<file path="src/design/fpu_defines.svh">
// Bus widths, register map, reset values and stack depth of the FPU register unit
// Included by every RTL file that needs a width or an address

`ifndef FPU_DEFINES_SVH
`define FPU_DEFINES_SVH

// ========================================
// Wishbone port
// ========================================
`define FPU_WB_DW 16      // Data width
`define FPU_WB_AW 2       // Word address width

// Word addresses
`define FPU_ADR_SW  2'd0  // Status word, read only
`define FPU_ADR_CW  2'd1  // Control word
`define FPU_ADR_TW  2'd2  // Tag word, read only
`define FPU_ADR_CMD 2'd3  // Command, write only

// ========================================
// Reset and initialize values
// ========================================
`define FPU_CW_INIT  16'h037F  // All exceptions masked, 64-bit precision, round nearest
`define FPU_TW_EMPTY 16'hFFFF  // All slots empty

`define FPU_STACK_DEPTH 8      // Register stack slots

`endif

</file>
<file path="src/design/fpu_bus_pkg.sv">
// Encodings shared between the bus side and the execution side
// Stack operation code and the command register bit layout

`default_nettype none

package fpu_bus_pkg;

    // Stack operation from the execution unit
    typedef enum logic [1:0] {
        STK_NONE = 2'b00,
        STK_PUSH = 2'b01,
        STK_POP  = 2'b10
    } stack_op_e;

    // Command word at the command address
    typedef struct packed {
        logic [13:0] rsvd;   // Ignored
        logic        finit;  // [1] Initialize
        logic        clex;   // [0] Clear exceptions
    } cmd_word_t;

endpackage

`default_nettype wire

</file>
<file path="src/design/fpu_regs_pkg.sv">
// Layouts of the architectural registers: status word, control word and tags
// Referenced by scoped names from the status, control and top level blocks

`default_nettype none

package fpu_regs_pkg;

    // Exception flags, same order as status bits 5..0 and control masks 5..0
    typedef struct packed {
        logic pe;   // Precision
        logic ue;   // Underflow
        logic oe;   // Overflow
        logic ze;   // Zero divide
        logic de;   // Denormal operand
        logic ie;   // Invalid operation
    } exc_flags_t;

    // Status word
    typedef struct packed {
        logic       busy;  // [15]
        logic       c3;    // [14]
        logic [2:0] top;   // [13:11]
        logic       c2;    // [10]
        logic       c1;    // [9]
        logic       c0;    // [8]
        logic       es;    // [7] Summary
        logic       sf;    // [6] Stack fault
        logic       pe;
        logic       ue;
        logic       oe;
        logic       ze;
        logic       de;
        logic       ie;    // [0]
    } status_word_t;

    // Control word
    typedef struct packed {
        logic [2:0] rsvd_hi;  // [15:13]
        logic       ic;       // Infinity control
        logic [1:0] rc;       // Rounding
        logic [1:0] pc;       // Precision
        logic       iem;      // [7] Interrupt enable mask
        logic       rsvd6;
        logic       pm;
        logic       um;
        logic       om;
        logic       zm;
        logic       dm;
        logic       im;       // [0]
    } control_word_t;

    // One bus word, seen as status or control layout
    typedef union packed {
        status_word_t  sw;
        control_word_t cw;
    } reg_word_u;

    // Tag per stack slot
    typedef logic [1:0] tag_t;
    localparam tag_t TAG_VALID = 2'b00;
    localparam tag_t TAG_EMPTY = 2'b11;

endpackage

`default_nettype wire

</file>
<file path="src/design/fpu_control_word.sv">
// Control word register and interrupt request
// IRQ rises for any set exception whose mask is clear, unless iem is set

`default_nettype none

`include "fpu_defines.svh"

module fpu_control_word (
    input  wire logic                    clk,
    input  wire logic                    reset,
    input  wire logic                    cw_we,
    input  wire logic [`FPU_WB_DW-1:0]   cw_wdata,
    input  wire logic                    finit,
    input  fpu_regs_pkg::exc_flags_t     exc_flags,
    output logic      [`FPU_WB_DW-1:0]   control_word,
    output logic                         irq
);

    fpu_regs_pkg::reg_word_u cw_u;
    logic [5:0]              masks;     // Same order as exc_flags
    logic [5:0]              pending;   // Unmasked flags

    // All 16 bits kept, reserved ones read back as written
    always_ff @(posedge clk or posedge reset) begin
        if (reset) begin
            cw_u.cw <= `FPU_CW_INIT;
        end else if (finit) begin
            cw_u.cw <= `FPU_CW_INIT;
        end else if (cw_we) begin
            cw_u.cw <= cw_wdata;
        end
    end

    assign control_word = cw_u;

    // ========================================
    // Interrupt request
    // ========================================
    assign masks   = {cw_u.cw.pm, cw_u.cw.um, cw_u.cw.om,
                      cw_u.cw.zm, cw_u.cw.dm, cw_u.cw.im};
    assign pending = exc_flags & ~masks;
    assign irq     = ~cw_u.cw.iem & (|pending);

endmodule

`default_nettype wire

</file>
<file path="src/design/fpu_csr_top.sv">
// Top of the FPU register unit: Wishbone slave, stack tracker, status and control words
// Host side on Wishbone, execution unit on loose ports

`default_nettype none

`include "fpu_defines.svh"

module fpu_csr_top (
    input  wire logic                    clk,
    input  wire logic                    reset,
    // Wishbone slave
    input  wire logic                    wb_cyc,
    input  wire logic                    wb_stb,
    input  wire logic                    wb_we,
    input  wire logic [`FPU_WB_AW-1:0]   wb_adr,
    input  wire logic [`FPU_WB_DW-1:0]   wb_dat_i,
    output logic                         wb_ack,
    output logic      [`FPU_WB_DW-1:0]   wb_dat_o,
    // Execution unit
    input  wire logic                    exec_start,
    input  wire logic                    exec_done,
    input  wire logic                    cc_write,
    input  wire logic                    c3,
    input  wire logic                    c2,
    input  wire logic                    c1,
    input  wire logic                    c0,
    input  fpu_regs_pkg::exc_flags_t     exc_in,
    input  fpu_bus_pkg::stack_op_e       stack_op,
    output logic      [`FPU_WB_DW-1:0]   status_word,
    output logic                         irq
);

    logic                     cw_we;
    logic [`FPU_WB_DW-1:0]    cw_wdata;
    logic                     clex;
    logic                     finit;
    logic [`FPU_WB_DW-1:0]    control_word;
    logic [`FPU_WB_DW-1:0]    tag_word;
    logic [2:0]               top;
    logic                     stack_fault;
    fpu_regs_pkg::exc_flags_t exc_flags;

    fpu_wb_slave u_wb_slave (
        .clk          (clk),
        .reset        (reset),
        .wb_cyc       (wb_cyc),
        .wb_stb       (wb_stb),
        .wb_we        (wb_we),
        .wb_adr       (wb_adr),
        .wb_dat_i     (wb_dat_i),
        .wb_ack       (wb_ack),
        .wb_dat_o     (wb_dat_o),
        .status_word  (status_word),
        .control_word (control_word),
        .tag_word     (tag_word),
        .cw_we        (cw_we),
        .cw_wdata     (cw_wdata),
        .clex         (clex),
        .finit        (finit)
    );

    fpu_stack_tracker u_stack_tracker (
        .clk         (clk),
        .reset       (reset),
        .stack_op    (stack_op),
        .finit       (finit),
        .top         (top),
        .tag_word    (tag_word),
        .stack_fault (stack_fault)
    );

    fpu_status_word u_status_word (
        .clk         (clk),
        .reset       (reset),
        .top         (top),
        .c3          (c3),
        .c2          (c2),
        .c1          (c1),
        .c0          (c0),
        .cc_write    (cc_write),
        .exc_in      (exc_in),
        .stack_fault (stack_fault),
        .clex        (clex),
        .finit       (finit),
        .exec_start  (exec_start),
        .exec_done   (exec_done),
        .status_word (status_word)
    );

    // Sticky flags sit in the low six status bits, same order
    assign exc_flags = status_word[5:0];

    fpu_control_word u_control_word (
        .clk          (clk),
        .reset        (reset),
        .cw_we        (cw_we),
        .cw_wdata     (cw_wdata),
        .finit        (finit),
        .exc_flags    (exc_flags),
        .control_word (control_word),
        .irq          (irq)
    );

endmodule

`default_nettype wire

</file>
<file path="src/design/fpu_stack_tracker.sv">
// Register stack bookkeeping: top-of-stack pointer and the eight slot tags
// Flags a stack fault on push into a used slot or pop of an empty one

`default_nettype none

`include "fpu_defines.svh"

module fpu_stack_tracker (
    input  wire logic                   clk,
    input  wire logic                   reset,
    input  fpu_bus_pkg::stack_op_e      stack_op,
    input  wire logic                   finit,
    output logic      [2:0]             top,
    output logic      [`FPU_WB_DW-1:0]  tag_word,
    output logic                        stack_fault
);

    // Slot i sits in tag_word bits 2i+1:2i
    fpu_regs_pkg::tag_t [`FPU_STACK_DEPTH-1:0] tags;
    logic [2:0] top_q;
    logic [2:0] push_slot;   // Slot a push lands in
    logic       do_push;
    logic       do_pop;

    assign push_slot = top_q - 3'd1;   // Wraps modulo 8

    // ========================================
    // Fault detection
    // ========================================
    // Same cycle as the stack_op, fed to the status block as a flag
    always_comb begin
        case (stack_op)
            fpu_bus_pkg::STK_PUSH: stack_fault = (tags[push_slot] != fpu_regs_pkg::TAG_EMPTY);
            fpu_bus_pkg::STK_POP:  stack_fault = (tags[top_q] == fpu_regs_pkg::TAG_EMPTY);
            default:               stack_fault = 1'b0;
        endcase
    end

    // Faulting ops leave pointer and tags alone
    assign do_push = (stack_op == fpu_bus_pkg::STK_PUSH) & ~stack_fault;
    assign do_pop  = (stack_op == fpu_bus_pkg::STK_POP) & ~stack_fault;

    // ========================================
    // Pointer and tags
    // ========================================
    always_ff @(posedge clk or posedge reset) begin
        if (reset) begin
            top_q <= 3'd0;
            tags  <= `FPU_TW_EMPTY;
        end else if (finit) begin
            top_q <= 3'd0;           // Initialize wins over any stack op
            tags  <= `FPU_TW_EMPTY;
        end else if (do_push) begin
            top_q           <= push_slot;
            tags[push_slot] <= fpu_regs_pkg::TAG_VALID;
        end else if (do_pop) begin
            tags[top_q] <= fpu_regs_pkg::TAG_EMPTY;   // Release, then step up
            top_q       <= top_q + 3'd1;
        end
    end

    assign top      = top_q;
    assign tag_word = tags;

endmodule

`default_nettype wire

</file>
<file path="src/design/fpu_status_word.sv">
// Status word register: busy, condition codes, sticky exceptions and summary
// Clear exceptions bypasses combinationally so the output drops in the same cycle

`default_nettype none

`include "fpu_defines.svh"

module fpu_status_word (
    input  wire logic                    clk,
    input  wire logic                    reset,
    input  wire logic [2:0]              top,
    // Condition codes
    input  wire logic                    c3,
    input  wire logic                    c2,
    input  wire logic                    c1,
    input  wire logic                    c0,
    input  wire logic                    cc_write,
    // Exceptions
    input  fpu_regs_pkg::exc_flags_t     exc_in,
    input  wire logic                    stack_fault,
    // Commands
    input  wire logic                    clex,
    input  wire logic                    finit,
    // Busy handshake
    input  wire logic                    exec_start,
    input  wire logic                    exec_done,
    output logic      [`FPU_WB_DW-1:0]   status_word
);

    logic                     busy_q;
    logic [3:0]               cc_q;        // {c3, c2, c1, c0}
    fpu_regs_pkg::exc_flags_t exc_q;       // Sticky flags
    logic                     sf_q;
    logic                     clr;
    fpu_regs_pkg::exc_flags_t exc_out;     // After bypass
    logic                     sf_out;
    fpu_regs_pkg::reg_word_u  sw_u;

    assign clr = clex | finit;

    // ========================================
    // Registers
    // ========================================
    always_ff @(posedge clk or posedge reset) begin
        if (reset) begin
            busy_q <= 1'b0;
            cc_q   <= 4'b0000;
            exc_q  <= '0;
            sf_q   <= 1'b0;
        end else begin
            // Done has priority over start
            if (exec_done) begin
                busy_q <= 1'b0;
            end else if (exec_start) begin
                busy_q <= 1'b1;
            end

            if (finit) begin
                cc_q <= 4'b0000;
            end else if (cc_write) begin
                cc_q <= {c3, c2, c1, c0};
            end

            if (clr) begin
                exc_q <= '0;
                sf_q  <= 1'b0;
            end else begin
                exc_q <= exc_q | exc_in | {5'b00000, stack_fault};   // Fault also sets ie
                sf_q  <= sf_q | stack_fault;
            end
        end
    end

    // ========================================
    // Output assembly
    // ========================================
    assign exc_out = clr ? '0 : exc_q;
    assign sf_out  = clr ? 1'b0 : sf_q;

    always_comb begin
        sw_u.sw.busy = busy_q;
        sw_u.sw.c3   = cc_q[3];
        sw_u.sw.top  = top;          // Live from the tracker
        sw_u.sw.c2   = cc_q[2];
        sw_u.sw.c1   = cc_q[1];
        sw_u.sw.c0   = cc_q[0];
        sw_u.sw.es   = |exc_out;     // Summary excludes sf
        sw_u.sw.sf   = sf_out;
        sw_u.sw.pe   = exc_out.pe;
        sw_u.sw.ue   = exc_out.ue;
        sw_u.sw.oe   = exc_out.oe;
        sw_u.sw.ze   = exc_out.ze;
        sw_u.sw.de   = exc_out.de;
        sw_u.sw.ie   = exc_out.ie;
    end

    assign status_word = sw_u;

endmodule

`default_nettype wire

</file>
<file path="src/design/fpu_wb_slave.sv">
// Wishbone classic slave of the FPU register unit
// Single-cycle ack, write strobes in the ack cycle, read mux by word address

`default_nettype none

`include "fpu_defines.svh"

module fpu_wb_slave (
    input  wire logic                   clk,
    input  wire logic                   reset,
    // Wishbone
    input  wire logic                   wb_cyc,
    input  wire logic                   wb_stb,
    input  wire logic                   wb_we,
    input  wire logic [`FPU_WB_AW-1:0]  wb_adr,
    input  wire logic [`FPU_WB_DW-1:0]  wb_dat_i,
    output logic                        wb_ack,
    output logic      [`FPU_WB_DW-1:0]  wb_dat_o,
    // Register read sources
    input  wire logic [`FPU_WB_DW-1:0]  status_word,
    input  wire logic [`FPU_WB_DW-1:0]  control_word,
    input  wire logic [`FPU_WB_DW-1:0]  tag_word,
    // Write strobes, one cycle
    output logic                        cw_we,
    output logic      [`FPU_WB_DW-1:0]  cw_wdata,
    output logic                        clex,
    output logic                        finit
);

    fpu_bus_pkg::cmd_word_t cmd;
    logic                   wr_cyc;   // Write in its ack cycle
    logic                   cmd_wr;

    // ========================================
    // Ack generation
    // ========================================
    // Ack one cycle after the request, never two in a row
    always_ff @(posedge clk or posedge reset) begin
        if (reset) begin
            wb_ack <= 1'b0;
        end else begin
            wb_ack <= wb_cyc & wb_stb & ~wb_ack;
        end
    end

    // ========================================
    // Write decode
    // ========================================
    // Host holds adr/dat/we until ack, so decode straight off the bus
    assign wr_cyc = wb_ack & wb_cyc & wb_stb & wb_we;
    assign cmd_wr = wr_cyc & (wb_adr == `FPU_ADR_CMD);
    assign cmd    = wb_dat_i;   // Reserved bits dropped by the layout

    assign cw_we    = wr_cyc & (wb_adr == `FPU_ADR_CW);
    assign cw_wdata = wb_dat_i;
    assign clex     = cmd_wr & cmd.clex;
    assign finit    = cmd_wr & cmd.finit;
    // Status and tag addresses accept writes without effect

    // ========================================
    // Read data
    // ========================================
    always_comb begin
        wb_dat_o = '0;   // Idle bus reads zero
        if (wb_ack) begin
            case (wb_adr)
                `FPU_ADR_SW: wb_dat_o = status_word;
                `FPU_ADR_CW: wb_dat_o = control_word;
                `FPU_ADR_TW: wb_dat_o = tag_word;
                default:     wb_dat_o = '0;   // Command reads as zero
            endcase
        end
    end

endmodule

`default_nettype wire

</file>
<file path="config.mk">
export PLATFORM = sky130hd
export DESIGN_NAME = fpu_csr_top
export DESIGN_NICKNAME = d
export VERILOG_FILES = /design/src/design/fpu_bus_pkg.sv /design/src/design/fpu_regs_pkg.sv /design/src/design/fpu_control_word.sv /design/src/design/fpu_csr_top.sv /design/src/design/fpu_stack_tracker.sv /design/src/design/fpu_status_word.sv /design/src/design/fpu_wb_slave.sv
export VERILOG_INCLUDE_DIRS = /design/src /design/src/design
export SDC_FILE = /design/constraint.sdc
export NUM_CORES = 1
export LEC_CHECK = 0
export BUFFER_PORTS_ARGS = -buffer_cell sky130_fd_sc_hd__buf_2
export CAP_MARGIN = 10
export CELL_PAD_IN_SITES_DETAIL_PLACEMENT = 1
export CELL_PAD_IN_SITES_GLOBAL_PLACEMENT = 1
export CORE_MARGIN = 2
export CORE_UTILIZATION = 42
export CTS_BUF_LIST = sky130_fd_sc_hd__clkbuf_8 sky130_fd_sc_hd__clkbuf_16
export CTS_CLUSTER_DIAMETER = 100
export DETAILED_ROUTE_END_ITERATION = 8
export PLACE_DENSITY_LB_ADDON = 0.2
export SETUP_SLACK_MARGIN = 0.02
export SYNTH_ARGS = -nofsm -noshare
export SYNTH_HDL_FRONTEND = slang
export SYNTH_HIERARCHICAL = 1
export SYNTH_SLANG_ARGS = --single-unit
</file>
<file path="constraint.sdc">
create_clock -name clk -period 3.7 [get_ports clk]
set_input_delay 0.74 -clock clk [delete_from_list [all_inputs] [get_ports clk]]
set_output_delay 0.74 -clock clk [all_outputs]
set_load 0.005 [all_outputs]
</file>
# --- After elaboration in Yosys (flattened, before gate mapping) ---
# Index checks and enable logic that the tools add are counted.
totals:
  regBits: 48
  latch_bits: 0
  mem_bits_rw: 0
  romBits: 0
  word_cells: 93
  memories: 0
op_classes:
  addsub: 2
  multipliers: 0
  div_mod_pow: 0
  n_lt_le_gt_ge: 4
  n_eq_ne: 7
  n_shift: 0
  muxes: 27
  bitwise_logic: 24
  reduce_logical: 9
ops:
  columns: ["operator", "n"]
  rows:
  - ["$mux W16", 6]
  - ["$pmux W16 S3", 1]
  - ["$and A16 B16 Y16", 1]
  - ["$not A16 Y16", 1]
  - ["$or A16 B16 Y16", 1]
  - ["$and A1 B1 Y1", 12]
  - ["$bmux W2 S3", 2]
  - ["$demux W2 S3", 2]
  - ["$mux W6", 2]
  - ["$reduce_or A6 Y1", 2]
  - ["$mux W3", 3]
  - ["$eq A2 B2 Y1 const B", 4]
  - ["$lt A3 B4 Y1 const B", 2]
  - ["$mux W2", 4]
  - ["$mux W4", 2]
  - ["$and A6 B6 Y6", 1]
  - ["$ge A3 B1 Y1 const B", 2]
  - ["$not A6 Y6", 1]
  - ["$or A6 B1 Y6", 1]
  - ["$or A6 B6 Y6", 1]
  - ["$reduce_bool A2 Y1", 3]
  - ["$eq A2 B1 Y1 const B", 2]
  - ["$mux W1", 4]
  - ["$add A3 B1 Y3 const B", 1]
  - ["other kinds (8)", 12]

# --- Longest topological paths before layout ---
depth:
  ltp_word: 10
  depth_mapped: 10

# --- Modules after synthesis ---
# The synthesis kept the hierarchy.
by_module_without_submodules:
  columns: ["mod", "instances", "cells_each", "area_per_inst_um2", "seq_area_each_um2"]
  rows:
  - ["fpu_stack_tracker", 1, 152, 1358.8, 495.5]
  - ["fpu_control_word", 1, 61, 733.2, 411.6]
  - ["fpu_wb_slave", 1, 99, 730.7, 25.0]
  - ["fpu_status_word", 1, 47, 531.8, 300.3]

# --- Worst setup path after synthesis ---
# Ideal clock, no wire load.
synth_timing:
  path_type: "input-to-output"
  startpoint: "input wb_adr[1]"
  endpoint: "output irq"
  arrival_time_ps: 2537
  path_slack_ps: 423
  cell_stages: 10
  path_cell_list: "buf_6 -> clkbuf_2 -> nand4_1 -> nor2_1 -> nor2_1 -> buf_2 -> and2_1 -> nor2b_1 -> a2111oi_4 -> a31oi_1"
synth_between:
  elab_chain_len: 8
  word_cells_on_any_way: 9
  cone_classes: "eq/ne (1); mux (1); bitwise (6); reduce/logical (1)"
synth_lines:
  columns: ["item", "line_no", "rtl"]
  rows:
  - ["start: declaration", "fpu_csr_top.sv:15", "input wire logic [`FPU_WB_AW-1:0] wb_adr,"]
  - ["$eq A2 B2 Y1 (no line)", null, null]
  - ["$and A1 B1 Y1", "fpu_wb_slave.sv:51", "assign cmd_wr = wr_cyc & (wb_adr == `FPU_ADR_CMD);"]
  - ["$and A1 B1 Y1", "fpu_wb_slave.sv:57", "assign finit = cmd_wr & cmd.finit;"]
  - ["named net finit", "fpu_csr_top.sv:36", "logic finit;"]
  - ["$or A1 B1 Y1", "fpu_status_word.sv:39", "assign clr = clex | finit;"]
  - ["$mux W6", "fpu_status_word.sv:77", "assign exc_out = clr ? '0 : exc_q;"]
  - ["named net status_word[5]", "fpu_csr_top.sv:29", "output logic [`FPU_WB_DW-1:0] status_word,"]
  - ["$and A6 B6 Y6", "fpu_control_word.sv:41", "assign pending = exc_flags & ~masks;"]
  - ["$reduce_or A6 Y1", "fpu_control_word.sv:42", "assign irq = ~cw_u.cw.iem & (|pending);"]
  - ["$and A1 B1 Y1", "fpu_control_word.sv:42", null]
  - ["end: declaration", "fpu_csr_top.sv:30", "output logic irq"]
# The timed path passes the listed nets, and every way through them passes these cells.

# --- Final worst setup path ---
layout_timing:
  startpoint: "input wb_adr[1]"
  endpoint: "output irq"
layout_between:
  elab_chain_len: 8
  word_cells_on_any_way: 9
  cone_classes: "eq/ne (1); mux (1); bitwise (6); reduce/logical (1)"
layout_lines:
  columns: ["item", "line_no"]
  rows:
  - ["$eq A2 B2 Y1 (no line)", null]
  - ["$and A1 B1 Y1", "fpu_wb_slave.sv:51"]
  - ["$and A1 B1 Y1", "fpu_wb_slave.sv:57"]
  - ["named net finit", "fpu_csr_top.sv:36"]
  - ["$or A1 B1 Y1", "fpu_status_word.sv:39"]
  - ["$mux W6", "fpu_status_word.sv:77"]
  - ["$and A6 B6 Y6", "fpu_control_word.sv:41"]
  - ["$reduce_or A6 Y1", "fpu_control_word.sv:42"]
  - ["$and A1 B1 Y1", "fpu_control_word.sv:42"]
# The timed path passes the listed nets, and every way through them passes these cells.

==> impl_metrics.json <==
{
  "reg2reg_slack_ns": 0.86,
  "hold_ws_ns": 0.279,
  "area_growth_syn_to_layout_pct": 9.32,
  "fin_skew_ns": 0.0148,
  "ys_seq_area_share_pct": 36.7,
  "yosys-top-cells-area": "dfstp_2, dfrtp_1, mux2i_1, buf_4, nand3b_1",
  "numPlacedInstances": 498,
  "nFillCells": 946,
  "p_sw_mw": 0.933,
  "num_rows": 32,
  "gr-total-overflow": 0,
  "cts-resized-gates": 0,
  "avgViaCountPerCell": 5.62,
  "dieArea_mm2": 0.00872,
  "met2_length_um": 4310,
  "ctsHoldBuffers": 0,
  "p_per_area_mw_per_mm2": 608,
  "p_leak_nw": 1.58,
  "num_antenna_cells": 0,
  "setup_tns_ns": 0,
  "ioPinCount": 72,
  "critPathCapture": "irq",
  "relSlewSlack_pct": 48.8,
  "cts.sinks": 48,
  "io_buffer_count": 71,
  "nets": 445,
  "cp_top_family": "simple AND/OR/NAND/NOR gates",
  "cp-end-kind": "output port",
  "synth_top_area_cell": "dfstp_2",
  "slew_violations": 0,
  "avgSynthCellArea_um2": 9.34,
  "synth_edf_count": 0,
  "core_mm2": 0.00773,
  "p_int_mw": 1.30,
  "pwr-share-comb_pct": 42.3,
  "hp-class": "in -> async",
  "seqCellArea_mm2": 0.00123,
  "regToRegEndpoint": "u_stack_tracker/tag_word[7]",
  "ctsLongestPathBuffers": 2,
  "final_util_pct": 47.5,
  "critPathMaxStageDelay_ns": 0.31,
  "drc": 0,
  "tightestPinTransition_ns": 0.768,
  "cts_buffers": 5,
  "period_share_pct": 78.8,
  "drt-total-wl_um": 9360,
  "top_layer_used": "met4",
  "ys_ff_latch": 48,
  "grt_antenna_before_repair": 0,
  "ant_nets": 0,
  "h-tree-depth": 2,
  "synthDominantCellAreaShare_pct": 19.6,
  "rsz0062_at_grt": "false",
  "cts_root_buf": "clkbuf_8",
  "power_frac_seq_pct": 42.6,
  "crit_fanout": 6,
  "grt_pass1_wl_um": 15200,
  "cap_viol_max_count": 0,
  "grt_max_degree": 35,
  "r2r_cells": 8,
  "clkPwrFrac_pct": 15.2,
  "path_buf_inv": 2,
  "initial_core_util_pct": 43.4,
  "fp.dieW_um": 93.4,
  "die_h_um": 93.4,
  "cts_tree": "yes",
  "cp.arrival_ns": 2.18,
  "max_freq_ghz": 0.343,
  "post_cts_buffers": 0,
  "synth_cell_types": 55,
  "met3_length_um": 444,
  "crit_slowest_cell": "a2111oi_4",
  "dr.pass1.iters": 4,
  "async_reset_ff_share_pct": 100,
  "max-vdd-ir-drop_uv": 262,
  "finalSetupViolations": 0,
  "syn-num-nets": 401,
  "r2r_start": "u_stack_tracker/top[1]",
  "grtUsageTotal_pct": 22.4,
  "setup.worst_path.start_class": "input port",
  "met1_length_um": 4430,
  "critical_path_depth": 9,
  "syn_area_mm2": 0.00335,
  "yosysWarningCount": 6,
  "fin_cells": 506,
  "grt_pass1_vias": 2935,
  "path_clk_slew_ns": 0.10,
  "post_drt_wl_per_cell_um": 18.5,
  "gp_congestion": 0.837,
  "cpMostUsedCell": "buf_2",
  "yosys_most_used_dff": "dfstp_2",
  "worstSetupPathType": "in -> out",
  "hold_violations": 0,
  "status": "finished clean",
  "required_ns": 2.96,
  "power.share.switching_pct": 41.8,
  "syn_inst": 359,
  "num_vias": 2846,
  "crit_chain": "buf_2, nand4_1, nor2_2, nor2_1, and2_1, nor2b_1, a2111oi_4, a31oi_1, buf_2",
  "dpl.hpwl_um": 6980,
  "drt-initial-drc-count": 99,
  "post-route-min-period_ns": 2.92,
  "clk_latency_ns": 0.31,
  "startpoint": "wb_adr[1]",
  "multi_input_comb_area_mm2": 0.00173,
  "drive_gt1_share_pct": 30.4
}
registers in the layout, indices dropped and copies added (netlist names):
register and flops:
u_status_word/exc_q 6, u_status_word/cc_q 4, u_status_word/busy_q 1, u_stack_tracker/tag_word 16, u_stack_tracker/top 3, u_status_word/sf_q 1
u_control_word/control_word 16, u_wb_slave/wb_ack 1
worst register-to-register path, cell delays in order (launching register included):
cell and delay, ns:
dfrtp_1 0.38, inv_1 0.17, ha_1 0.45, nand3b_1 0.27, nand4_1 0.14, a41oi_1 0.36
or2_1 0.40, nor4_1 0.50, a21oi_1 0.10
synthesized netlist by cell type (2+ instances only):
cell type and instances:
nor4_1 8, o2111ai_1 2, ha_1 4, a21oi_1 15, or4_1 6, nand4_1 4
and2_1 22, or2_1 2, clkbuf_2 2, inv_1 9, buf_2 5, nor2_1 35
nand2_1 18, o21ai_0 7, o211ai_1 4, nor2b_1 5, nand3_1 10, buf_4 24
a31oi_1 2, nand4b_1 2, o21a_1 6, nand2b_1 5, buf_6 6, dfrtp_1 23
nand3b_1 24, mux2i_1 38, clkbuf_1 5, o31a_1 4, dfstp_2 25, o21ai_1 12
cells by family after synthesis:
logic type               after synthesis  synth area share (%)
AO/OA/AOI/OAI                         63                  12.8
buffers and inverters                 56                  11.7
flip-flops                            48                  36.7
XOR/XNOR                               2                 0.522
multiplexers                          39                  11.7
adder cells (fa/ha/maj)                4                  1.49
AND/OR/NAND/NOR                      147                  25.1
final cells by class:
cell class                 count  share of cell area [%]
multi-input combinational    255                    47.3
timing repair buffer          82                    11.9
sequential                    48                    33.6
inverter                      11                    1.13
clock buffer                   6                    2.25
clock inverter                 2                   0.341
tap                          102                    3.48
through the flow:
step                area [um2]  setup slack, ns  total power [mW]
floorplan                 3350            0.423              1.63
global placement          3570            0.814              1.85
detailed placement        3570            0.774              1.89
CTS                       3670            0.768              2.23
global route              3670            0.594              2.37
finish                    3670            0.783              2.23
power groups by stage:
stage | Clock, mW | Sequential, mW | Combinational, mW
2_1_floorplan | 0 | 0.857 | 0.777
3_3_place_gp | 0 | 0.954 | 0.898
3_5_place_dp | 0 | 0.959 | 0.932
4_1_cts | 0.349 | 0.950 | 0.934
5_1_grt | 0.367 | 0.973 | 1.03
6_report | 0.338 | 0.949 | 0.942
worst min path at each step:
stage / to / cells past startpoint / from
final: u_wb_slave/wb_ack / 2 / reset
after floorplan: u_status_word/sf_q / 1 / u_status_word/sf_q
after CTS: u_wb_slave/wb_ack / 2 / reset
after global placement: u_status_word/sf_q / 1 / u_status_word/sf_q
after detailed placement: u_status_word/sf_q / 1 / u_status_word/sf_q
after global routing: u_wb_slave/wb_ack / 2 / reset
placed cells by master (no fill, tap or decap), types with 7 or more instances in the layout:
master | Yosys | layout
a21oi_1 | 15 | 15
mux2i_1 | 38 | 38
nand3_1 | 10 | 10
dfrtp_1 | 23 | 23
nor2_1 | 35 | 34
nor4_1 | 8 | 8
inv_1 | 9 | 10
and2_1 | 22 | 22
dfstp_2 | 25 | 25
nand2_1 | 18 | 18
o21ai_0 | 7 | 7
buf_4 | 24 | 11
o21ai_1 | 12 | 12
buf_2 | 5 | 71
nand3b_1 | 24 | 24
per-layer routing:
layer	up-vias	GRT usage [%]
met5	-	0
met4	0	6.62
met3	15	3.71
met2	85	35.7
met1	1409	31.3
li1	1337	-
Power figures use the tool's default switching activity.
